File: config.mk
export PLATFORM = sky130hd
export DESIGN_NAME = xc_main
export DESIGN_NICKNAME = d
export VERILOG_FILES = /design/src/hdl/xc_pkg.sv /design/src/hdl/uart_rx.sv /design/src/hdl/cmd_decode.sv /design/src/hdl/correlator.sv /design/src/hdl/frame_packer.sv /design/src/hdl/uart_tx.sv /design/src/hdl/xc_main.sv
export SDC_FILE = /design/constraint.sdc
export NUM_CORES = 1
export LEC_CHECK = 0
export ABC_AREA = 1
export BUFFER_PORTS_ARGS = -buffer_cell sky130_fd_sc_hd__buf_4
export CAP_MARGIN = 25
export CORE_AREA = 10 10 256 258
export CTS_CLUSTER_DIAMETER = 60
export CTS_CLUSTER_SIZE = 30
export DETAILED_ROUTE_END_ITERATION = 16
export DIE_AREA = 0 0 266 268
export GPL_ROUTABILITY_DRIVEN = 0
export PLACE_DENSITY = 0.46
export SLEW_MARGIN = 20
export SYNTH_ARGS = -nofsm -noshare
export SYNTH_HDL_FRONTEND = slang
export SYNTH_SLANG_ARGS = --single-unit
File: constraint.sdc
create_clock -name clki -period 5.9 [get_ports clki]
set_input_delay 0.59 -clock clki [delete_from_list [all_inputs] [get_ports clki]]
set_output_delay 0.59 -clock clki [all_outputs]
set_load 0.01 [all_outputs]
File: src/hdl/xc_pkg.sv
// Shared sizes, opcodes, frame layout and serial timing, referenced by scope from RTL and testbench
package xc_pkg;

    // Input lines and unordered line pairs
    localparam int NUM_LINES = 4;
    localparam int NUM_PAIRS = NUM_LINES * (NUM_LINES - 1) / 2;

    // Counter width, wraps on overflow
    localparam int RESOLUTION = 16;
    localparam int COUNT_BYTES = RESOLUTION / 8;
    typedef logic [RESOLUTION-1:0] count_t;

    // Frame layout: header, counts, autos, crosses
    localparam int NUM_WORDS = 2 * NUM_LINES + NUM_PAIRS;
    localparam int FRAME_BYTES = 1 + NUM_WORDS * COUNT_BYTES;
    localparam int IDX_W = $clog2(FRAME_BYTES);
    typedef logic [IDX_W-1:0] idx_t;
    localparam logic [7:0] FRAME_HEADER = 8'hA5;

    // Serial bit period in clock cycles
    localparam int BAUD_DIV = 8;
    localparam int BAUD_W = $clog2(BAUD_DIV);
    typedef logic [BAUD_W-1:0] baud_t;

    // Command opcodes in the upper nibble
    localparam logic [3:0] OP_LAG = 4'h1;
    localparam logic [3:0] OP_WIN = 4'h2;
    localparam logic [3:0] OP_RUN = 4'h3;

    // Auto-correlation lag range
    localparam int MAX_LAG = 15;
    localparam int LAG_W = 4;
    typedef logic [LAG_W-1:0] lag_t;

    // Window length is 2 ** (WIN_BASE_LOG + argument)
    localparam int WIN_BASE_LOG = 4;
    localparam int MAX_WIN_ARG = 7;
    localparam int WARG_W = 3;
    typedef logic [WARG_W-1:0] warg_t;
    localparam warg_t DEFAULT_WIN_ARG = 3'd2;

    // Wide enough for the longest window
    localparam int WIN_W = WIN_BASE_LOG + MAX_WIN_ARG + 1;
    typedef logic [WIN_W-1:0] win_t;

endpackage

File: src/hdl/uart_rx.sv
// Serial 8N1 receiver for the command line, pulses a strobe for every well-framed byte
module uart_rx (
    input  logic       clki,
    input  logic       arst_n,
    input  logic       rx,
    output logic [7:0] rx_data,
    output logic       rx_strobe
);

    typedef enum logic [1:0] {S_IDLE, S_START, S_DATA, S_STOP} state_t;

    state_t        state;
    logic          rx_m;
    logic          rx_s;
    xc_pkg::baud_t baud_cnt;
    logic [2:0]    bit_cnt;
    logic [7:0]    shift;

    // Two-stage synchronizer, line idles high
    always_ff @(posedge clki or negedge arst_n) begin
        if (!arst_n) begin
            rx_m <= 1'b1;
            rx_s <= 1'b1;
        end else begin
            rx_m <= rx;
            rx_s <= rx_m;
        end
    end

    always_ff @(posedge clki or negedge arst_n) begin
        if (!arst_n) begin
            state     <= S_IDLE;
            baud_cnt  <= '0;
            bit_cnt   <= '0;
            rx_strobe <= 1'b0;
        end else begin
            rx_strobe <= 1'b0;
            baud_cnt  <= baud_cnt + xc_pkg::baud_t'(1);
            case (state)
                S_IDLE: begin
                    baud_cnt <= '0;
                    if (!rx_s) state <= S_START;
                end
                // Recheck start bit at its middle, glitches go back to idle
                S_START: begin
                    if (baud_cnt == xc_pkg::baud_t'(xc_pkg::BAUD_DIV / 2 - 1)) begin
                        baud_cnt <= '0;
                        bit_cnt  <= '0;
                        state    <= rx_s ? S_IDLE : S_DATA;
                    end
                end
                // From here every sample lands mid-bit
                S_DATA: begin
                    if (baud_cnt == xc_pkg::baud_t'(xc_pkg::BAUD_DIV - 1)) begin
                        if (bit_cnt == 3'd7) state <= S_STOP;
                        bit_cnt <= bit_cnt + 3'd1;
                    end
                end
                // Stop bit must be high or the byte is dropped
                default: begin
                    if (baud_cnt == xc_pkg::baud_t'(xc_pkg::BAUD_DIV - 1)) begin
                        state     <= S_IDLE;
                        rx_strobe <= rx_s;
                    end
                end
            endcase
        end
    end

    // Data bits arrive LSB first
    always_ff @(posedge clki) begin
        if (state == S_DATA && baud_cnt == xc_pkg::baud_t'(xc_pkg::BAUD_DIV - 1))
            shift <= {rx_s, shift[7:1]};
        if (state == S_STOP) rx_data <= shift;
    end

endmodule

File: src/hdl/cmd_decode.sv
// Command decoder, turns received bytes into lag and window settings and a run pulse
module cmd_decode (
    input  logic              clki,
    input  logic              arst_n,
    input  logic [7:0]        rx_data,
    input  logic              rx_strobe,
    input  logic              busy,
    output xc_pkg::lag_t      lag,
    output xc_pkg::win_t      win_len,
    output logic              run
);

    logic [3:0]    op;
    logic [3:0]    arg;
    xc_pkg::warg_t win_arg;

    // Opcode in upper nibble, argument in lower
    assign op  = rx_data[7:4];
    assign arg = rx_data[3:0];

    always_ff @(posedge clki or negedge arst_n) begin
        if (!arst_n) begin
            lag     <= '0;
            win_arg <= xc_pkg::DEFAULT_WIN_ARG;
            run     <= 1'b0;
        end else begin
            run <= 1'b0;
            if (rx_strobe) begin
                case (op)
                    xc_pkg::OP_LAG: begin
                        lag <= (int'(arg) > xc_pkg::MAX_LAG) ?
                            xc_pkg::lag_t'(xc_pkg::MAX_LAG) : arg;
                    end
                    // Exponent argument clamps at the top
                    xc_pkg::OP_WIN: begin
                        win_arg <= (int'(arg) > xc_pkg::MAX_WIN_ARG) ?
                            xc_pkg::warg_t'(xc_pkg::MAX_WIN_ARG) : arg[2:0];
                    end
                    // Dropped while a window or frame is in flight
                    xc_pkg::OP_RUN: run <= !busy;
                    default: ;
                endcase
            end
        end
    end

    // Window length in cycles
    assign win_len = xc_pkg::win_t'(1) << (xc_pkg::WIN_BASE_LOG + int'(win_arg));

    // Run never coincides with an open window or a frame still in flight
    a_run_idle: assert property (@(posedge clki) disable iff (!arst_n) run |-> !busy);

endmodule

File: src/hdl/correlator.sv
// Execute stage, keeps lag history, times the integration window and updates all counters
module correlator (
    input  logic                                    clki,
    input  logic                                    arst_n,
    input  logic [xc_pkg::NUM_LINES-1:0]            line_in,
    input  xc_pkg::lag_t                            lag,
    input  xc_pkg::win_t                            win_len,
    input  logic                                    run,
    output logic                                    integrating,
    output logic                                    done,
    output xc_pkg::count_t [xc_pkg::NUM_LINES-1:0]  count,
    output xc_pkg::count_t [xc_pkg::NUM_LINES-1:0]  auto,
    output xc_pkg::count_t [xc_pkg::NUM_PAIRS-1:0]  cross_cnt
);

    xc_pkg::win_t                 win_cnt;
    logic                         start;
    logic [xc_pkg::NUM_LINES-1:0] tap;

    // Accepted run, clears counters for the new window
    assign start = run && !integrating;

    // Window down-counter, done lands on the first cycle after the last edge
    always_ff @(posedge clki or negedge arst_n) begin
        if (!arst_n) begin
            integrating <= 1'b0;
            done        <= 1'b0;
            win_cnt     <= '0;
        end else begin
            done <= 1'b0;
            if (start) begin
                integrating <= 1'b1;
                win_cnt     <= win_len;
            end else if (integrating) begin
                win_cnt <= win_cnt - xc_pkg::win_t'(1);
                if (win_cnt == xc_pkg::win_t'(1)) begin
                    integrating <= 1'b0;
                    done        <= 1'b1;
                end
            end
        end
    end

    for (genvar i = 0; i < xc_pkg::NUM_LINES; i++) begin : g_line
        logic [xc_pkg::MAX_LAG-1:0] hist;
        logic [xc_pkg::MAX_LAG:0]   taps;

        // Tap 0 is the current sample, tap n is n edges back
        assign taps   = {hist, line_in[i]};
        assign tap[i] = taps[lag];

        // History runs all the time so lags reach before the window
        always_ff @(posedge clki) begin
            hist <= {hist[xc_pkg::MAX_LAG-2:0], line_in[i]};
        end

        always_ff @(posedge clki) begin
            if (start) begin
                count[i] <= '0;
                auto[i]  <= '0;
            end else if (integrating) begin
                if (line_in[i]) count[i] <= count[i] + xc_pkg::count_t'(1);
                if (line_in[i] && tap[i]) auto[i] <= auto[i] + xc_pkg::count_t'(1);
            end
        end
    end

    // Pair index in (0,1),(0,2),...,(2,3) order
    for (genvar a = 0; a < xc_pkg::NUM_LINES; a++) begin : g_a
        for (genvar b = a + 1; b < xc_pkg::NUM_LINES; b++) begin : g_b
            localparam int P = a * xc_pkg::NUM_LINES - a * (a + 1) / 2 + b - a - 1;

            always_ff @(posedge clki) begin
                if (start)
                    cross_cnt[P] <= '0;
                else if (integrating && line_in[a] && line_in[b])
                    cross_cnt[P] <= cross_cnt[P] + xc_pkg::count_t'(1);
            end
        end
    end

    // Decode holds back run for the whole window
    a_no_run_open: assert property (@(posedge clki) disable iff (!arst_n)
        run |-> !integrating);

    // One done per window
    a_done_pulse: assert property (@(posedge clki) disable iff (!arst_n)
        done |=> !done);

endmodule

File: src/hdl/frame_packer.sv
// Result stage, walks header and counters into a byte stream for the serial transmitter
module frame_packer (
    input  logic                                    clki,
    input  logic                                    arst_n,
    input  logic                                    done,
    input  xc_pkg::count_t [xc_pkg::NUM_LINES-1:0]  count,
    input  xc_pkg::count_t [xc_pkg::NUM_LINES-1:0]  auto,
    input  xc_pkg::count_t [xc_pkg::NUM_PAIRS-1:0]  cross_cnt,
    input  logic                                    tx_busy,
    output logic [7:0]                              tx_data,
    output logic                                    tx_start,
    output logic                                    sending
);

    typedef enum logic [1:0] {S_IDLE, S_SEND, S_WAIT} state_t;

    state_t         state;
    xc_pkg::idx_t   idx;
    xc_pkg::count_t words [xc_pkg::NUM_WORDS];
    xc_pkg::count_t word;
    int             k;

    // Counters in frame order
    always_comb begin
        for (int i = 0; i < xc_pkg::NUM_LINES; i++) begin
            words[i]                     = count[i];
            words[xc_pkg::NUM_LINES + i] = auto[i];
        end
        for (int p = 0; p < xc_pkg::NUM_PAIRS; p++)
            words[2 * xc_pkg::NUM_LINES + p] = cross_cnt[p];
    end

    // Byte 0 is the header, then each counter MSB first
    always_comb begin
        k       = int'(idx) - 1;
        word    = '0;
        tx_data = xc_pkg::FRAME_HEADER;
        if (idx != '0) begin
            word    = words[k / xc_pkg::COUNT_BYTES];
            tx_data = word[8 * (xc_pkg::COUNT_BYTES - 1 - k % xc_pkg::COUNT_BYTES) +: 8];
        end
    end

    // Issue only into an idle transmitter
    assign tx_start = (state == S_SEND) && !tx_busy;
    // Covers the done cycle so busy has no gap
    assign sending  = done || (state != S_IDLE);

    always_ff @(posedge clki or negedge arst_n) begin
        if (!arst_n) begin
            state <= S_IDLE;
            idx   <= '0;
        end else begin
            case (state)
                S_IDLE: begin
                    idx <= '0;
                    if (done) state <= S_SEND;
                end
                S_SEND: begin
                    if (!tx_busy) state <= S_WAIT;
                end
                // Busy is already up on the first wait cycle
                default: begin
                    if (!tx_busy) begin
                        if (idx == xc_pkg::idx_t'(xc_pkg::FRAME_BYTES - 1)) begin
                            state <= S_IDLE;
                        end else begin
                            idx   <= idx + xc_pkg::idx_t'(1);
                            state <= S_SEND;
                        end
                    end
                end
            endcase
        end
    end

    // Transmitter is free at start and takes the byte on the next edge
    a_start_free: assert property (@(posedge clki) disable iff (!arst_n)
        tx_start |-> !tx_busy ##1 tx_busy);

endmodule

File: src/hdl/uart_tx.sv
// Serial 8N1 transmitter for the result line, busy from start request to end of stop bit
module uart_tx (
    input  logic       clki,
    input  logic       arst_n,
    input  logic [7:0] tx_data,
    input  logic       tx_start,
    output logic       tx,
    output logic       tx_busy
);

    xc_pkg::baud_t baud_cnt;
    logic [3:0]    bit_cnt;
    logic [8:0]    shift;
    logic          bit_end;

    assign bit_end = (baud_cnt == xc_pkg::baud_t'(xc_pkg::BAUD_DIV - 1));

    // Bit 0 start, 1 to 8 data, 9 stop
    always_ff @(posedge clki or negedge arst_n) begin
        if (!arst_n) begin
            tx       <= 1'b1;
            tx_busy  <= 1'b0;
            baud_cnt <= '0;
            bit_cnt  <= '0;
        end else if (!tx_busy) begin
            if (tx_start) begin
                tx       <= 1'b0;
                tx_busy  <= 1'b1;
                baud_cnt <= '0;
                bit_cnt  <= '0;
            end
        end else if (bit_end) begin
            baud_cnt <= '0;
            if (bit_cnt == 4'd9) begin
                tx_busy <= 1'b0;
                tx      <= 1'b1;
            end else begin
                tx      <= shift[0];
                bit_cnt <= bit_cnt + 4'd1;
            end
        end else begin
            baud_cnt <= baud_cnt + xc_pkg::baud_t'(1);
        end
    end

    // Data LSB first with the stop bit behind it
    always_ff @(posedge clki) begin
        if (!tx_busy && tx_start)
            shift <= {1'b1, tx_data};
        else if (tx_busy && bit_end && bit_cnt != 4'd9)
            shift <= {1'b1, shift[8:1]};
    end

endmodule

File: src/hdl/xc_main.sv
// Correlator top level, serial command in, serial frame out, sampled input lines
module xc_main (
    input  logic                         clki,
    input  logic                         arst_n,
    input  logic                         rx,
    output logic                         tx,
    input  logic [xc_pkg::NUM_LINES-1:0] line_in,
    output logic                         integrating
);

    logic [7:0]                             rx_data;
    logic                                   rx_strobe;
    xc_pkg::lag_t                           lag;
    xc_pkg::win_t                           win_len;
    logic                                   run;
    logic                                   done;
    xc_pkg::count_t [xc_pkg::NUM_LINES-1:0] count;
    xc_pkg::count_t [xc_pkg::NUM_LINES-1:0] auto;
    xc_pkg::count_t [xc_pkg::NUM_PAIRS-1:0] cross_cnt;
    logic [7:0]                             tx_data;
    logic                                   tx_start;
    logic                                   tx_busy;
    logic                                   sending;
    logic                                   busy;

    // Window open or frame still going out
    assign busy = integrating | sending;

    uart_rx u_rx (
        .clki, .arst_n, .rx, .rx_data, .rx_strobe
    );

    // Decode
    cmd_decode u_decode (
        .clki, .arst_n, .rx_data, .rx_strobe, .busy, .lag, .win_len, .run
    );

    // Execute
    correlator u_corr (
        .clki, .arst_n, .line_in, .lag, .win_len, .run,
        .integrating, .done, .count, .auto, .cross_cnt
    );

    // Result
    frame_packer u_pack (
        .clki, .arst_n, .done, .count, .auto, .cross_cnt,
        .tx_busy, .tx_data, .tx_start, .sending
    );

    uart_tx u_tx (
        .clki, .arst_n, .tx_data, .tx_start, .tx, .tx_busy
    );

endmodule

After elaboration in Yosys (flattened, before gate mapping)
Index checks and enable logic that the tools add are counted.

word-level totals
  register bits = 357
  output and inout bits = 2
  logic and storage cells = 208

cells by class
  $add $sub $neg = 24
  order comparisons = 3
  equality and inequality tests = 25
  shift operators = 2
  multiplexer cells = 62
  bitwise logic cells = 4
  reductions and logical operators = 49

operators with widths
  cell                     count
  $add A16 B1 Y16 const B  14
  $bmux W16 S4             1
  $add A32 B1 Y32          1
  $ge A32 B5 Y1 const B    1
  $mux W16                 2
  $not A32 Y32             1
  $shiftx A16 B32 Y8       1
  $shl A1 B32 Y12 const A  1
  $mux W12                 2
  $mux W8                  3
  $mux W1                  23
  $reduce_and A2 Y1        11
  $mux W3                  7
  $logic_and A1 B1 Y1      19
  $mux W2                  9
  $bmux W1 S4              4
  $mux W4                  4
  $ne A2 B2 Y1 const B     7
  $eq A12 B1 Y1 const B    1
  $pmux W3 S2              2
  $reduce_and A3 Y1        4
  $sub A12 B1 Y12 const B  1
  $mux W5                  2
  $pmux W5 S2              1
  31 further kinds         47

Depth between registers and ports, before layout
Gate-level depths: netlist of run 1.

  depth in word-level cells = 10
  mapped depth = 17

By module
From an unflattened synthesis of run 1, not the netlist that was laid out.

second synthesis, totals
  cell total of the unflattened synthesis = 2850
  area, all modules = 19424.9 sq um

modules (own cells, without submodules)
  module        times used  cells each  area an instance (sq um)
  correlator    1           1982        13859.5
  frame_packer  1           633         3174.3
  uart_rx       1           73          1021.0
  uart_tx       1           98          875.8
  cmd_decode    1           61          483.0
  xc_main       1           3           11.3

Least setup slack after synthesis of run 1
No wires, ideal clock.

  path kind = register to register
  start point = register u_pack.idx[0]
  end point = register u_tx.shift[5] (data pin)
  library setup time = 0.257 ns
  data arrival time = 2.719 ns
  required time = 5.643 ns
  slack = 2.924 ns
  stages on the path, launching flop included = 17
  path buffers = 3
  clock period less this slack = 2.976 ns
  path through = dfrtp_1 > inv_1 > clkbuf_1 > ha_1 > inv_1 > ha_1 > ha_1 > inv_1 > clkbuf_1 > buf_1 > o211ai_1 > o21ai_0 > nand2_1 > nand3_1 > nand3_1 > nand3_1 > a21oi_1

between the ends
  word-level cells in the longest chain between the ends = 10
  elaborated cells on any way between the ends = 12
  classes of those cells = 3 x add/sub; 1 x shift; 5 x mux; 2 x bitwise; 1 x reduce/logical

RTL lines
  what                                         line                source
  start, declared                              frame_packer.sv:18  xc_pkg::idx_t idx;
  start signal, assigned                       frame_packer.sv:68  idx <= idx + xc_pkg::idx_t'(1);
  $sub A5 B1 Y6                                frame_packer.sv:35  k = int'(idx) - 1;
  $and A1 B1 Y1 (no source line)               n/a
  $add A32 B1 Y32 (no source line)             n/a
  $not A32 Y32 (implied by the code)           frame_packer.sv:39  word = words[k / xc_pkg::COUNT_BYTES];
  $bmux W16 S4                                 frame_packer.sv:39
  $mux W16 (implied by the code) (2 in a row)  frame_packer.sv:39
  $shiftx A16 B32 Y8                           frame_packer.sv:40  tx_data = word[8 * (xc_pkg::COUNT_BYTES - 1 - k % xc_pkg::COUNT_BYTES) +: 8];
  $mux W8 *                                    frame_packer.sv:38  if (idx != '0) begin
  $mux W8 *                                    uart_tx.sv:48       if (!tx_busy && tx_start)
  end signal, assigned                         uart_tx.sv:49       shift <= {1'b1, tx_data};
  end signal, assigned                         uart_tx.sv:51       shift <= {1'b1, shift[8:1]};
  end, declared                                uart_tx.sv:13       logic [8:0] shift;

Mark *: on every way between the ends. The rest lies on a longest branch, timed or not. The select of a mux whose other input is x is not followed.
A chain may end at the register's enable or synchronous reset.

Final worst setup path of run 1
Ends and elaborated chain as after synthesis.

==> results of run 1 <==
-- sequential cells by signal, indices dropped and copies added (netlist names), 5 cells and up --
name / cells
u_corr.g_line.hist: 60
u_corr.auto: 64
u_corr.win_cnt: 12
u_tx.shift: 8
u_rx.rx_data: 8
u_rx.shift: 8
u_corr.count: 64
u_pack.idx: 5
u_corr.cross_cnt: 96
-- per-stage QoR --
stage | setup slack (ns) | instances
floorplan | 2.92 | 2485
global placement | 1.84 | 3192
detailed placement | 1.76 | 3192
CTS | 1.67 | 3261
global route | 1.25 | 3262
finish | 1.66 | 3262
-- cells in the final DEF (no fill, tap or decap), types with 14 or more instances in the layout --
cell type and count:
buf_4 17, dfxtp_1 284, nor3_1 83, a21oi_1 272, ha_1 34, o21ai_1 14
nand2_1 471, clkbuf_16 41, inv_1 255, o211ai_1 29, inv_2 18, dfrtp_1 45
nand3_1 180, nor2_1 234, nand4_1 25, edfxtp_1 24, xor2_1 62, o21ai_0 226
-- metal layers --
metal	part of all wire, %	track usage [%]
met1	49	19.2
met2	45	22.5
met3	3.7	1.92
met4	2.0	3.89
met5	0	0
-- cells by family (layout without fill, tap and decap cells) --
group                      Yosys count  in the layout  synth area share, %
AOI/OAI and AO/OA                  586            586                 17.3
and+or+nand+nor                   1062           1062                 26.1
xor gates and xnor gates            75             75                 3.66
buffers and inverters              369            364                 7.90
DFF                                357            357                 42.5
adders and majority gates           36             36                 2.51
-- synth_stat cells (all sizes together) --
library cell  number  area share [%]
a211oi             6            0.25
a21boi             1           0.042
a21oi            272             7.6
a22oi              4            0.17
a311oi             3            0.15
a31oi              6            0.21
and3               2           0.070
buf               36            0.93
clkbuf            56             1.2
clkinv             3           0.070
dfrtp             45             6.3
dfstp              4            0.59
dfxtp            284              32
edfxtp            24             4.0
ha                36             2.5
inv              274             5.7
nand2            484              10
nand3            183             5.2
nand3b             4            0.17
nand4             26            0.94
nor2             251             5.6
nor3              92             2.8
nor3b              9            0.49
nor4               5            0.17
o211ai            29             1.2
o21a              13            0.54
o21ai            240             6.7
o221ai             4            0.20
o22ai              4            0.14
o31ai              3            0.13
o41ai              1           0.049
or2                5            0.17
or3                1           0.035
xnor2             13            0.63
xor2              62             3.0
-- final cells by class --
type                            count  area [um^2]
Clock buffer                       50         1080
Clock inverter                     19          258
Fill cell                        6493        40100
Inverter                          277         1040
Multi-Input combinational cell   1759         8930
Sequential cell                   357         7640
Tap cell                          782          978
Timing Repair Buffer               18          143
-- final timing paths --
check                                                    to  cells past startpoint
min in group clki                       u_rx.rx_m$_DFF_PN1_                      1
setup / recovery                    u_tx.shift[5]$_DFFE_PP_                     14
hold reg to reg            u_corr.g_line[3].hist[5]$_DFF_P_                      0
setup reg to reg                    u_tx.shift[5]$_DFFE_PP_                     14
max in group asynchronous       u_rx.bit_cnt[1]$_DFFE_PN0P_                      1
hold / removal                  u_tx.bit_cnt[2]$_DFFE_PN0P_                      1
-- power by group --
group | switching [W] | internal, W
sequential | 0.0000905 | 0.00256
combinational | 0.00192 | 0.000790
clock | 0.00115 | 0.00144
==> results_dict.tcl, run 1 <==
set metrics [dict create \
    crit_path_start "u_pack.idx[0]$_DFFE_PN0P_" \
    cap_violations 0 \
    overflow 0 \
    cts_sinks 357 \
    post-dp-hpwl_um 35500 \
    cp_num_buf_inv 3 \
    syn_area_um2 18000 \
    rows 90 \
    drc_errors 0 \
    rrSetupSlack_ns 1.66 \
    antenna_left 0 \
    ir_drop_mv 0.195 \
    crit_required_ns 6.31 \
    cts_tree "built" \
    grt_usage_pct 14.0 \
    power_w 0.00795 \
    reg2reg_from "u_pack.idx[0]$_DFFE_PN0P_" \
    port_buffers 8 \
    power.density_nw_per_um2 396 \
    hold_viol 0 \
    nNetsFinal 2494 \
    finalMaxSlewViolations 0 \
    max_clock_freq_ghz 0.236 \
    status "complete, no violations" \
    ys_seq_area_share_pct 42.5 \
    crit_family "buffers and inverters" \
    wl_um 50200 \
    synth_nets 2528 \
    tns_ns 0 \
    cp_common_cell "nand3_1" \
    worstSkewPairLatency_ns 0.58 \
    path_clk_slew_ns 0.07 \
    clk_path_buf_depth 3 \
    dieArea_um2 71300 \
    vias_per_cell 4.86 \
    post_drt_wl_per_cell_um 15.4 \
    drt-pass1-iter-count 5 \
    tightest_slew_ns 0.903 \
    post_cts_resized 0 \
    area_growth_pct 11.7 \
    antenna_found_initial 0 \
    critPathMaxStageDelay_ns 0.67 \
    start_util_pct 29.9 \
    design_area_um2 20100 \
    numCtsBuffers 38 \
    worstSetupPathType "reg2reg" \
    yosysUniqueCellTypes 49 \
    htreeDepth 2 \
    hold-worst-slack_ns 0.0639 \
    avgSynthCellArea_um2 7.23 \
    core-area_um2 60100 \
    min_period_over_period_pct 71.9 \
    path_cells "inv_1 > nand3_1 > nor2_1 > ha_4 > inv_2 > buf_4 > a21oi_1 > o21ai_0 > o21ai_0 > nand2_1 > nand3_1 > nand3_1 > nand3_1 > a21oi_1" \
    vias 15800 \
    clock-root-buffer "clkbuf_16" \
    relSlewSlack_pct 39.8 \
    worstPathArrival_ns 4.65 \
    finalClockSkew_ns 0.0309 \
    synth_seq_cells 357 \
    yosys_warnings 0 \
    rsz0062_at_grt "no" \
    grt_pass1_vias 14800 \
    cts_hold_buffers 0 \
    setup_violations 0 \
    hp-class "in2async" \
    n_antenna_cell 0 \
    grt_pass1_wl_um 81500 \
    cp-end-kind "flop" \
    drive_gt1_share_pct 6.33 \
    dpl_cell_area_um2 18700 \
    cellLeakagePower_nw 7.68 \
    fin_util_pct 33.4 \
    die_w_um 266 \
    crit_slowest_cell "inv_2" \
    crit_fanout 54 \
    fp.dieH_um 268 \
    drt_iter0_drc 1022 \
    min_period_ns 4.24 \
    grt_max_degree 95 \
    cp-start-kind "flop" \
    post_cts_buffers 0 \
    synth_cells 2485 \
    ios 9 \
]
Power figures use the tool's default switching activity.
==> run 2: changes to the inputs <==
PLACE_DENSITY = 0.47   (was 0.46)
clock period = 3.45 ns   (was 5.9 ns; I/O delays follow)
==> run 2 against run 1 <==
First-iteration DRC count is 1.5% lower. Via count rose by 0.74%. Worst setup slack lost 1.3 ns. Flip-flop and latch count did not move. Sequential power grew 71%. Fmax up 38%. Final area up 0.99%. Register-to-register slack lost 1.3 ns. Count of clock-buffer cells in the layout decreased by 3. Non-clock buffer count up 20. Critical path depth increased by 1. Clock power grew 67%. Critical path type unchanged. Largest cell class unchanged.
==> results_dict.tcl, run 2 (synthesis results as in run 1) <==
set metrics [dict create \
    met2_usage_pct 22.6 \
    post-dp-hpwl_um 35900 \
    grtUsageMet1_pct 19.1 \
    worstSkewPairLatency_ns 0.57 \
    clk_path_buf_depth 3 \
    crit_required_ns 3.87 \
    largest_reg_flops 96 \
    cp-start-kind "flop" \
    multi_input_area_um2 8920 \
    cp-end-kind "flop" \
    vias 16000 \
    instances_no_fill 3283 \
    max_clock_freq_ghz 0.324 \
    pwr-share-clk_pct 31.4 \
    vias_per_cell 4.86 \
    htreeDepth 2 \
    clock-root-buffer "clkbuf_16" \
    numCtsBuffers 39 \
    worstPathArrival_ns 3.50 \
    overflow 0 \
    setup_violations 0 \
    relSlewSlack_pct 50.2 \
    rows 90 \
    grt_pass1_wl_um 81600 \
    cts_sinks 357 \
    finalClockSkew_ns 0.0352 \
    hold_viol 0 \
    min_period_ns 3.08 \
    hold-worst-slack_ns 0.343 \
    dp_cells 3207 \
    start_util_pct 29.9 \
    die_w_um 266 \
    path_clk_slew_ns 0.08 \
    drt-pass1-iter-count 6 \
    reg_top3 "u_corr.cross_cnt (96), u_corr.auto (64), u_corr.count (64)" \
    p_sw_share_pct 39.6 \
    status "complete, no violations" \
    fp.dieH_um 268 \
    grt_max_degree 118 \
    port_buffers 8 \
    tightest_slew_ns 0.748 \
    drive_gt1_share_pct 6.92 \
    grtUsageMet3_pct 1.86 \
    min_period_over_period_pct 89.3 \
    nNetsFinal 2515 \
    cap_violations 0 \
    grt_usage_pct 14.0 \
    tns_ns 0 \
    area_growth_pct 12.8 \
    regMostFlops "u_corr.cross_cnt" \
    worstSetupPathType "reg2reg" \
    finalMaxSlewViolations 0 \
    intPower_w 0.00832 \
    ir_drop_mv 0.507 \
    ios 9 \
    n_antenna_cell 0 \
    fillerInstances 6491 \
    final_cell_mix "nand2_1, dfxtp_1, a21oi_1" \
    post_drt_wl_per_cell_um 15.3 \
    drt_iter0_drc 1007 \
    final_common_cell "nand2_1" \
    antenna_found_initial 0 \
    combPwrFrac_pct 35.8 \
    hp-class "reg2reg" \
    power.density_nw_per_um2 680 \
    crit_fanout 34 \
    rsz0062_at_grt "no" \
    drc_errors 0 \
    cts_tree "built" \
    cellLeakagePower_nw 7.79 \
    p_switching_w 0.00546 \
    power_w 0.0138 \
    p_seq_share_pct 32.8 \
    grt_pass1_vias 15000 \
    dieArea_um2 71300 \
    antenna_left 0 \
    seq_area_um2 7640 \
    wl_um 50100 \
    core-area_um2 60100 \
    top_usage_layer "met2" \
]
-- run 2: critical path, stage by stage (launching register included) --
cell	delay [ns]
dfrtp_1	0.43
nor2_1	0.20
nand3_1	0.17
nor2_1	0.31
ha_4	0.32
inv_2	0.10
buf_4	0.36
buf_4	0.25
a21oi_1	0.07
o21ai_0	0.08
nand2_1	0.10
nand2_1	0.10
nand3_1	0.08
nand3_1	0.12
nand3_1	0.09
a21oi_1	0.13
-- run 2: per-stage QoR --
| stage | util [%] | setup WS [ns] | area, um^2 |
|---|---|---|---|
| global placement | 31.4 | 0.335 | 18900 |
| detailed placement | 31.4 | 0.312 | 18900 |
| finish | 33.7 | 0.368 | 20300 |
| global route | 33.7 | 0.0985 | 20300 |
| floorplan | - | 0.474 | 18000 |
| CTS | 33.7 | 0.269 | 20300 |
-- run 2: layout make-up --
| cell class | count | share of cell area [%] |
|---|---|---|
| clock buffers | 47 | 5.22 |
| flip-flops and latches | 357 | 37.7 |
| clock inverters | 23 | 1.20 |
| multi-input cells | 1759 | 44.0 |
| well taps | 782 | 4.83 |
| inverters | 277 | 5.16 |
| repair buffers | 38 | 1.85 |
-- run 2: routing by layer --
layer	vias up	share of wire (%)	routed length [um]
met3	66	3.9	1960
li1	8233	-	-
met4	0	2.0	1020
met1	7381	48	24300
met2	283	46	22900
met5	-	0	0
-- run 2: path summary, 6_finish.rpt --
path	startpoint	to	depth (start not counted)	slack, ns
worst max-delay path	u_pack.idx[2]$_DFFE_PN0P_	u_tx.shift[2]$_DFFE_PP_	15	0.37
worst min-delay path	u_corr.g_line[1].hist[11]$_DFF_P_	u_corr.g_line[1].hist[12]$_DFF_P_	0	0.34
worst max register to register	u_pack.idx[2]$_DFFE_PN0P_	u_tx.shift[2]$_DFFE_PP_	15	0.37
worst min register to register	u_corr.g_line[1].hist[11]$_DFF_P_	u_corr.g_line[1].hist[12]$_DFF_P_	0	0.34
max in group asynchronous	arst_n	u_corr.win_cnt[5]$_DFFE_PN0P_	2	2.62
min in group asynchronous	arst_n	u_tx.bit_cnt[0]$_DFFE_PN0P_	2	0.35
-- run 2: power by group through the flow --
| stage | Sequential (W) | Clock [W] | Combinational (W) |
|---|---|---|---|
| 2_1_floorplan | 0.00457 | 0 | 0.00328 |
| 3_3_place_gp | 0.00461 | 0 | 0.00493 |
| 3_5_place_dp | 0.00461 | 0 | 0.00494 |
| 4_1_cts | 0.00452 | 0.00448 | 0.00496 |
| 5_1_grt | 0.00455 | 0.00464 | 0.00553 |
| 6_report | 0.00452 | 0.00432 | 0.00494 |
-- run 2: repair_timing --
action,4_1_cts,5_1_grt
setup buffers,0,0
setup endpoints to repair,0,2
endpoints found under the hold margin,50,0
hold buffers,6,0
gates resized for setup,0,2
